## src/design/ti_glue_pkg.sv

```systemverilog
`default_nettype none

package ti_glue_pkg;

    // ------------------------------
    // Widths and clock enable
    // ------------------------------
    localparam int SDRAM_AW   = 25;
    localparam int CPU_AW     = 19;
    localparam int CLK_EN_DIV = 4;
    localparam int CLK_EN_W   = $clog2(CLK_EN_DIV);

    typedef logic [SDRAM_AW-1:0] sdram_addr_t;
    typedef logic [CPU_AW-1:0]   cpu_addr_t;
    typedef logic [15:0]         word_t;
    typedef logic [7:0]          byte_t;
    typedef logic [1:0]          lanes_t;
    typedef logic [5:0]          rommask_t;
    typedef logic [7:0]          img_index_t;

    // Kind of image being downloaded
    typedef enum logic [1:0] {
        IMG_C,
        IMG_D,
        IMG_G,
        IMG_ROM
    } img_type_e;

    typedef enum logic {
        ST_RUN,
        ST_LOAD
    } ctrl_state_e;

    // ------------------------------
    // Download index codes
    // ------------------------------
    localparam img_index_t IDX_C0 = 8'h01;
    localparam img_index_t IDX_C1 = 8'h02;
    localparam img_index_t IDX_D0 = 8'h03;
    localparam img_index_t IDX_D1 = 8'h41;
    localparam img_index_t IDX_G0 = 8'h04;
    localparam img_index_t IDX_G1 = 8'h81;

    // Region offsets, cartridge sits at zero
    localparam sdram_addr_t OFS_D   = 25'h000_2000;
    localparam sdram_addr_t OFS_G   = 25'h008_6000;
    localparam sdram_addr_t OFS_ROM = 25'h008_0000;

    localparam rommask_t MASK_ALL = 6'b111111;

endpackage

`default_nettype wire

```

## src/design/mem_req_if.sv

```systemverilog
`default_nettype none

// One access source as seen by the SDRAM requester
interface mem_req_if
    import ti_glue_pkg::*;
();

    // Byte address into SDRAM
    sdram_addr_t addr;
    word_t       din;
    // Active-high byte lanes, upper lane in bit 1
    lanes_t      lanes;
    // Level strobes, a rising edge starts an access
    logic        we;
    logic        rd;

    modport source (
        output addr,
        output din,
        output lanes,
        output we,
        output rd
    );

    modport sink (
        input addr,
        input din,
        input lanes,
        input we,
        input rd
    );

endinterface

`default_nettype wire

```

## src/design/cpu_mem_port.sv

```systemverilog
`default_nettype none

module cpu_mem_port
    import ti_glue_pkg::*;
(
    input  wire cpu_addr_t cpu_ram_a_i,
    input  wire            cpu_ram_ce_n_i,
    input  wire            cpu_ram_we_n_i,
    input  wire lanes_t    cpu_ram_be_n_i,
    input  wire word_t     cpu_ram_d_i,
    mem_req_if.source      cpu_req
);

    // ------------------------------
    // Access decode
    // ------------------------------
    assign cpu_req.we = !cpu_ram_ce_n_i && !cpu_ram_we_n_i;
    assign cpu_req.rd = !cpu_ram_ce_n_i && cpu_ram_we_n_i;

    // Word address to byte address in the low SDRAM area
    assign cpu_req.addr = {{(SDRAM_AW - CPU_AW - 1){1'b0}}, cpu_ram_a_i, 1'b0};

    // Enables from the core are active low
    assign cpu_req.lanes = ~cpu_ram_be_n_i;
    assign cpu_req.din   = cpu_ram_d_i;

endmodule

`default_nettype wire

```

## src/design/glue_ctrl.sv

```systemverilog
`default_nettype none

module glue_ctrl
    import ti_glue_pkg::*;
(
    input  wire         clk_sys,
    input  wire         reset,
    input  wire         pll_locked_i,
    input  wire         status_reset_i,
    input  wire         reset_button_i,
    input  wire         downl_i,
    output logic        core_reset_o,
    output logic        clk_en_10m7_o,
    output ctrl_state_e state_o
);

    logic [CLK_EN_W-1:0] clk_cnt;

    // ------------------------------
    // Core reset
    // ------------------------------
    // Core is held while loading ROMs or while the PLL is unlocked
    always_ff @(posedge clk_sys) begin
        if (reset) begin
            core_reset_o <= 1'b1;
        end else begin
            core_reset_o <= status_reset_i || reset_button_i || downl_i || !pll_locked_i;
        end
    end

    // ------------------------------
    // Source selection state
    // ------------------------------
    always_ff @(posedge clk_sys) begin
        if (reset) begin
            state_o <= ST_RUN;
        end else if (downl_i) begin
            state_o <= ST_LOAD;
        end else begin
            state_o <= ST_RUN;
        end
    end

    // ------------------------------
    // Clock enable divider
    // ------------------------------
    // One pulse per CLK_EN_DIV system clocks
    always_ff @(posedge clk_sys) begin
        if (reset) begin
            clk_cnt       <= '0;
            clk_en_10m7_o <= 1'b0;
        end else begin
            if (clk_cnt == CLK_EN_W'(CLK_EN_DIV - 1)) begin
                clk_cnt <= '0;
            end else begin
                clk_cnt <= clk_cnt + 1'b1;
            end
            clk_en_10m7_o <= (clk_cnt == CLK_EN_W'(CLK_EN_DIV - 1));
        end
    end

endmodule

`default_nettype wire

```

## src/design/rom_loader.sv

```systemverilog
`default_nettype none

module rom_loader
    import ti_glue_pkg::*;
(
    input  wire              clk_sys,
    input  wire              reset,
    input  wire              downl_i,
    input  wire img_index_t  index_i,
    input  wire              rom_wr_i,
    input  wire sdram_addr_t romwr_a_i,
    input  wire byte_t       ioctl_dout_i,
    mem_req_if.source        dl_req,
    output rommask_t         rommask_o
);

    img_type_e   img_type;
    sdram_addr_t region_ofs;
    rommask_t    mask_next;

    // ------------------------------
    // Image type and region offset
    // ------------------------------
    always_comb begin
        case (index_i)
            IDX_C0, IDX_C1: img_type = IMG_C;
            IDX_D0, IDX_D1: img_type = IMG_D;
            IDX_G0, IDX_G1: img_type = IMG_G;
            default:        img_type = IMG_ROM;
        endcase
    end

    always_comb begin
        case (img_type)
            IMG_C:   region_ofs = '0;
            IMG_D:   region_ofs = OFS_D;
            IMG_G:   region_ofs = OFS_G;
            default: region_ofs = OFS_ROM;
        endcase
    end

    // Byte stream goes out on both halves, lane picked by address bit 0
    assign dl_req.addr  = romwr_a_i + region_ofs;
    assign dl_req.din   = {ioctl_dout_i, ioctl_dout_i};
    assign dl_req.lanes = {~romwr_a_i[0], romwr_a_i[0]};
    assign dl_req.we    = rom_wr_i;
    assign dl_req.rd    = 1'b0;

    // ------------------------------
    // Cartridge bank mask
    // ------------------------------
    // D images size the mask by the highest address written
    always_comb begin
        if (img_type != IMG_D) begin
            mask_next = MASK_ALL;
        end else if (romwr_a_i[SDRAM_AW-1:14] == '0) begin
            mask_next = 6'b000001;
        end else if (romwr_a_i[SDRAM_AW-1:15] == '0) begin
            mask_next = 6'b000011;
        end else if (romwr_a_i[SDRAM_AW-1:16] == '0) begin
            mask_next = 6'b000111;
        end else if (romwr_a_i[SDRAM_AW-1:17] == '0) begin
            mask_next = 6'b001111;
        end else if (romwr_a_i[SDRAM_AW-1:18] == '0) begin
            mask_next = 6'b011111;
        end else begin
            mask_next = MASK_ALL;
        end
    end

    always_ff @(posedge clk_sys) begin
        if (reset) begin
            rommask_o <= MASK_ALL;
        end else if (downl_i && rom_wr_i) begin
            rommask_o <= mask_next;
        end
    end

endmodule

`default_nettype wire

```

## src/design/sdram_requester.sv

```systemverilog
`default_nettype none

module sdram_requester
    import ti_glue_pkg::*;
(
    input  wire              clk_sys,
    input  wire              reset,
    input  wire ctrl_state_e state_i,
    mem_req_if.sink          cpu_req,
    mem_req_if.sink          dl_req,
    output logic             sdram_req_o,
    output logic             sdram_we_o,
    output sdram_addr_t      sdram_addr_o,
    output lanes_t           sdram_bs_o,
    output word_t            sdram_din_o
);

    sdram_addr_t sel_addr;
    word_t       sel_din;
    lanes_t      sel_lanes;
    logic        sel_we;
    logic        sel_rd;
    logic        we_d;
    logic        rd_d;
    logic        new_access;

    // ------------------------------
    // Source select
    // ------------------------------
    always_comb begin
        if (state_i == ST_LOAD) begin
            sel_addr  = dl_req.addr;
            sel_din   = dl_req.din;
            sel_lanes = dl_req.lanes;
            sel_we    = dl_req.we;
            sel_rd    = dl_req.rd;
        end else begin
            sel_addr  = cpu_req.addr;
            sel_din   = cpu_req.din;
            sel_lanes = cpu_req.lanes;
            sel_we    = cpu_req.we;
            sel_rd    = cpu_req.rd;
        end
    end

    assign new_access = (sel_we && !we_d) || (sel_rd && !rd_d);

    // Toggle handshake, the controller compares req against its own ack
    always_ff @(posedge clk_sys) begin
        if (reset) begin
            we_d         <= 1'b0;
            rd_d         <= 1'b0;
            sdram_req_o  <= 1'b0;
            sdram_we_o   <= 1'b0;
            sdram_addr_o <= '0;
            sdram_bs_o   <= '0;
            sdram_din_o  <= '0;
        end else begin
            we_d <= sel_we;
            rd_d <= sel_rd;
            if (new_access) begin
                sdram_req_o  <= ~sdram_req_o;
                sdram_we_o   <= sel_we;
                sdram_addr_o <= sel_addr;
                sdram_bs_o   <= sel_lanes;
                sdram_din_o  <= sel_din;
            end
        end
    end

endmodule

`default_nettype wire

```

## src/design/ti_sdram_glue.sv

```systemverilog
`default_nettype none

module ti_sdram_glue
    import ti_glue_pkg::*;
(
    input  wire              clk_sys,
    input  wire              reset,
    input  wire              pll_locked_i,
    input  wire              status_reset_i,
    input  wire              reset_button_i,
    // ROM download port
    input  wire              downl_i,
    input  wire img_index_t  index_i,
    input  wire              rom_wr_i,
    input  wire sdram_addr_t romwr_a_i,
    input  wire byte_t       ioctl_dout_i,
    // CPU RAM port of the core
    input  wire cpu_addr_t   cpu_ram_a_i,
    input  wire              cpu_ram_ce_n_i,
    input  wire              cpu_ram_we_n_i,
    input  wire lanes_t      cpu_ram_be_n_i,
    input  wire word_t       cpu_ram_d_i,
    // Core control
    output logic             core_reset_o,
    output logic             clk_en_10m7_o,
    output rommask_t         rommask_o,
    // Toggle request toward the SDRAM controller
    output logic             sdram_req_o,
    output logic             sdram_we_o,
    output sdram_addr_t      sdram_addr_o,
    output lanes_t           sdram_bs_o,
    output word_t            sdram_din_o
);

    ctrl_state_e state;

    mem_req_if cpu_req ();
    mem_req_if dl_req ();

    glue_ctrl u_glue_ctrl (
        .clk_sys        (clk_sys),
        .reset          (reset),
        .pll_locked_i   (pll_locked_i),
        .status_reset_i (status_reset_i),
        .reset_button_i (reset_button_i),
        .downl_i        (downl_i),
        .core_reset_o   (core_reset_o),
        .clk_en_10m7_o  (clk_en_10m7_o),
        .state_o        (state)
    );

    rom_loader u_rom_loader (
        .clk_sys      (clk_sys),
        .reset        (reset),
        .downl_i      (downl_i),
        .index_i      (index_i),
        .rom_wr_i     (rom_wr_i),
        .romwr_a_i    (romwr_a_i),
        .ioctl_dout_i (ioctl_dout_i),
        .dl_req       (dl_req.source),
        .rommask_o    (rommask_o)
    );

    cpu_mem_port u_cpu_mem_port (
        .cpu_ram_a_i    (cpu_ram_a_i),
        .cpu_ram_ce_n_i (cpu_ram_ce_n_i),
        .cpu_ram_we_n_i (cpu_ram_we_n_i),
        .cpu_ram_be_n_i (cpu_ram_be_n_i),
        .cpu_ram_d_i    (cpu_ram_d_i),
        .cpu_req        (cpu_req.source)
    );

    sdram_requester u_sdram_requester (
        .clk_sys      (clk_sys),
        .reset        (reset),
        .state_i      (state),
        .cpu_req      (cpu_req.sink),
        .dl_req       (dl_req.sink),
        .sdram_req_o  (sdram_req_o),
        .sdram_we_o   (sdram_we_o),
        .sdram_addr_o (sdram_addr_o),
        .sdram_bs_o   (sdram_bs_o),
        .sdram_din_o  (sdram_din_o)
    );

endmodule

`default_nettype wire

```

## config.mk

```make
export PLATFORM = sky130hd
export DESIGN_NAME = ti_sdram_glue
export DESIGN_NICKNAME = d
export VERILOG_FILES = /design/src/design/ti_glue_pkg.sv /design/src/design/mem_req_if.sv /design/src/design/cpu_mem_port.sv /design/src/design/glue_ctrl.sv /design/src/design/rom_loader.sv /design/src/design/sdram_requester.sv /design/src/design/ti_sdram_glue.sv
export SDC_FILE = /design/constraint.sdc
export NUM_CORES = 1
export LEC_CHECK = 0
export ABC_AREA = 1
export BUFFER_PORTS_ARGS = -buffer_cell sky130_fd_sc_hd__buf_2
export CAP_MARGIN = 10
export CORE_MARGIN = 2
export CORE_UTILIZATION = 40
export DETAILED_ROUTE_END_ITERATION = 8
export GPL_TIMING_DRIVEN = 0
export MAX_ROUTING_LAYER = met4
export PLACE_DENSITY_LB_ADDON = 0.2
export SLEW_MARGIN = 20
export SYNTH_ARGS = -nofsm -noshare
export SYNTH_HDL_FRONTEND = slang
export SYNTH_SLANG_ARGS = --single-unit
```

## constraint.sdc

```tcl
create_clock -name clk_sys -period 2.1 [get_ports clk_sys]
set_input_delay 0.105 -clock clk_sys [delete_from_list [all_inputs] [get_ports clk_sys]]
set_output_delay 0.105 -clock clk_sys [all_outputs]
set_load 0.03 [all_outputs]
```

==> impl_results.md <==
* Status: complete, but fails checks
* Failing checks: negative setup slack
* Routed length per instance at 13.46 um
* TritonCTS buffer count at 9
* Max Clock Skew at 0.007712 ns
* Synth Instances at between 300 and 400
* Global-route congestion overflow total at 0
* Largest net degree at the start of global routing at 11
* Pre-CTS WS at -0.3408 ns
* WP buf/inv at 5
* Required time of the critical path at 2.36 ns
* Die Height at 87.50 um
* Root buf cell: clkbuf_8
* CP Max Fanout at 3
* Max Slew Vio Count at 0
* Fin crit share at 100.2%
* Worst-path cell with the longest stage delay: fa_2
* TritonCTS Sinks at 57
* HP Class: input pin to flip-flop
* Setup violations, final at 1
* Clock buffer depth at 2
* # DRC at 0
* Synth Flop Type: dfxtp_1
* Initial antenna violation count at 0
* Synth Warn # at 0
* Clk slew on worst S/H paths at 0.06 ns
* Initial Utilization at 41.28%
* DR pass1 iterations at 4
* Core ar. at 6756 sq um
* Synthesized net count at 481
* IO Port Bufs at about 140
* Crit path depth at 17
* Maximum vdd drop at 0.4480 mV
* Vias in the first global route at 2868
* Layout cells sized above 1 at 35.66%
* Leakage at 1.936 nW
* Mean number of vias per cell at 5.080
* Post-Route WL at 8.397 mm
* Mapped Avg Cell Area at 7.225 sq um
* Die Span X at 87.50 um
* DRT antenna net count at 0
* Ant. Diodes at 0
* Arrival time worst endpoint at 2.37 ns
* Synth cell types at 32
* Max cap viols at 0
* Setup crit start kind: input pin
* Post-synth top area cell: dfxtp_1
* Least-Margin Pin Slew at 0.6384 ns
* Final hold slack at 0.03312 ns
* Synth top area share at 40.92%
* Reg2reg path depth at 9
* # IOs at 140
* Unrepaired setup endpoints after global routing: true
* Clock Latency Late Sink at 0.33 ns
* All-Layer GR Usage at 22.26%
* Vias at approximately 3200
* Global placement routability congestion at 0.8404
* Placed Cells at 602
* Site Rows at 30
* F_max at 475.1 MHz
* Hold Path Depth at 3
* Max-slew headroom at roughly 57%
* Die ar. at approximately 7700 sq um
* Cell Count, Final, Fillers Out at 624
* Final Cell Area at 3921 sq um
* Area contributors post-synth: dfxtp_1 (41%), nand2_1 (14%), a31oi_1 (7.0%), o21ai_0 (4.7%), inv_1 (3.8%)
* Worst-path cell chain: buf_2, nor2_4, inv_2, nor3_4, nand2_1, nor2_2, nor2_2, inv_1, ha_1, inv_1, ha_2, inv_2, fa_2, nor2_4, xor2_1, nand2_1, a31oi_1
* CP delay by family, top: simple AND/OR/NAND/NOR gates
* Power density over cell area at 756.0 nW/um^2
* Seq cells post-synth at 57
* Global-route wire length before repair at 12.97 mm
* Post-route minimum period at 2.105 ns
* CP Capture Type: flip-flop
* H-tree depth at 3
* Seq/Total Area, Yosys at around two fifths
* Area Growth Syn to Fin at 40.60%
* Post-Route Setup TNS at -0.004823 ns
* Final core utilization at 58.04%
* Dpl hpwl at ~6.2 mm
* Final hold vios at 0
* Post-Syn Area at 2789 sq um
* CTS tree: built
* Async SR Flop Fraction at 0%
* Post-synth EDFFs at 0
* Delay of the slowest critical-path stage at 0.40 ns
* WS Path Type: input pin to flip-flop
* Post-layout nets at 635
* Setup ws final at -0.004823 ns
* Post-placement cell area at roughly 3600 sq um
* Final Power at 2.964 mW
* DRT iter0 DRCs at 106
[Yosys cell counts, types with 2 or more instances]
cell type	count
nand2_1	102
dfxtp_1	57
a31oi_1	31
inv_1	28
o21ai_0	26
nor2_1	23
nand3_1	21
o21ai_1	18
a21oi_1	16
clkbuf_1	11
ha_1	7
nand3b_1	6
buf_2	5
buf_6	5
nor3_1	5
nor4_1	3
inv_2	2
nand4_1	2
nor3_2	2
nor3b_1	2
or2_2	2
xor2_1	2
[worst reg2reg max path: stages (launching register included)]
cell and delay [ns]:
dfxtp_1 0.30, buf_6 0.13, nor2_4 0.10, nand2_1 0.07, nand2_1 0.06, nand2_1 0.08, nand2_2 0.08, buf_6 0.15
buf_2 0.24, a31oi_1 0.11
[layout make-up]
| type | instances | area, sq um |
|---|---|---|
| tap | 80 | 100.1 |
| multi-input combinational | 276 | 1489 |
| timing repair buffer | 143 | 749.5 |
| buffer | 23 | 133.9 |
| sequential | 57 | 1141 |
| inverter | 30 | 112.6 |
| clock buffer | 12 | 155.1 |
| fill | 666 | 2835 |
| clock inverter | 3 | 40.04 |
[timing repair]
action                                  CTS  global route
buffers inserted                          0             3
resized for setup                         0            24
hold endpoints to repair                  2             0
endpoints found under the setup margin    0             9
hold buffers                              4             0
[per-layer routing]
metal	GRT usage [%]	up-vias	wire length, um
met1	27.07	1450	3737
met2	36.43	110	4017
li1	-	1602	-
met4	7.832	0	77
met5	-	-	0
met3	4.739	8	564
[cells by family after synthesis]
family                     count (synthesis)  synth area share (%)
adders and majority gates                  8                 3.858
DFF                                       57                 40.92
xor gates and xnor gates                   3                0.9423
AOI/OAI and AO/OA                         94                 18.75
other                                      1                0.1345
and+or+nand+nor                          170                 26.56
buffers and inverters                     53                 8.838
[placed cells by master (no fill, tap or decap), types with 4 or more instances in the layout]
cell,n
buf_2,140
dlygate4sd3_1,4
buf_4,4
clkbuf_8,11
nor2_1,18
nand2_1,100
nor3_1,4
o21ai_0,25
inv_2,5
ha_1,5
nand3b_1,6
dfxtp_1,57
clkbuf_1,12
a31oi_1,31
buf_6,6
nand3_1,20
inv_1,25
a21oi_1,15
o21ai_1,18
[registers in the layout, indices dropped and copies added (netlist names)]
register                        flops
u_glue_ctrl.core_reset_o            1
u_sdram_requester.sdram_we_o        1
u_glue_ctrl.state_o                 1
u_sdram_requester.sdram_din_o      16
u_sdram_requester.sdram_req_o       1
u_rom_loader.rommask_o              5
u_glue_ctrl.clk_cnt                 2
u_sdram_requester.we_d              1
u_glue_ctrl.clk_en_10m7_o           1
u_sdram_requester.sdram_bs_o        2
u_sdram_requester.rd_d              1
u_sdram_requester.sdram_addr_o     25
[worst paths after layout]
check | slack [ns] | endpoint | from
hold reg to reg | 0.43 | u_glue_ctrl.clk_cnt[0]$_SDFF_PP0_ | u_glue_ctrl.clk_cnt[0]$_SDFF_PP0_
setup reg to reg | 0.67 | u_sdram_requester.sdram_addr_o[3]$_SDFFE_PP0P_ | u_glue_ctrl.state_o$_SDFF_PP0_
hold / removal | 0.03 | u_sdram_requester.sdram_bs_o[0]$_SDFFE_PP0P_ | cpu_ram_be_n_i[0]
setup / recovery | -0.005 | u_sdram_requester.sdram_addr_o[17]$_SDFFE_PP0P_ | index_i[5]
[where the power goes]
group          switching [mW]  internal [mW]
Combinational           0.466          0.253
Clock                   0.421          0.602
Sequential             0.0443           1.18
Total                   0.931           2.03
No activity file was read; power rests on OpenSTA's default activity.
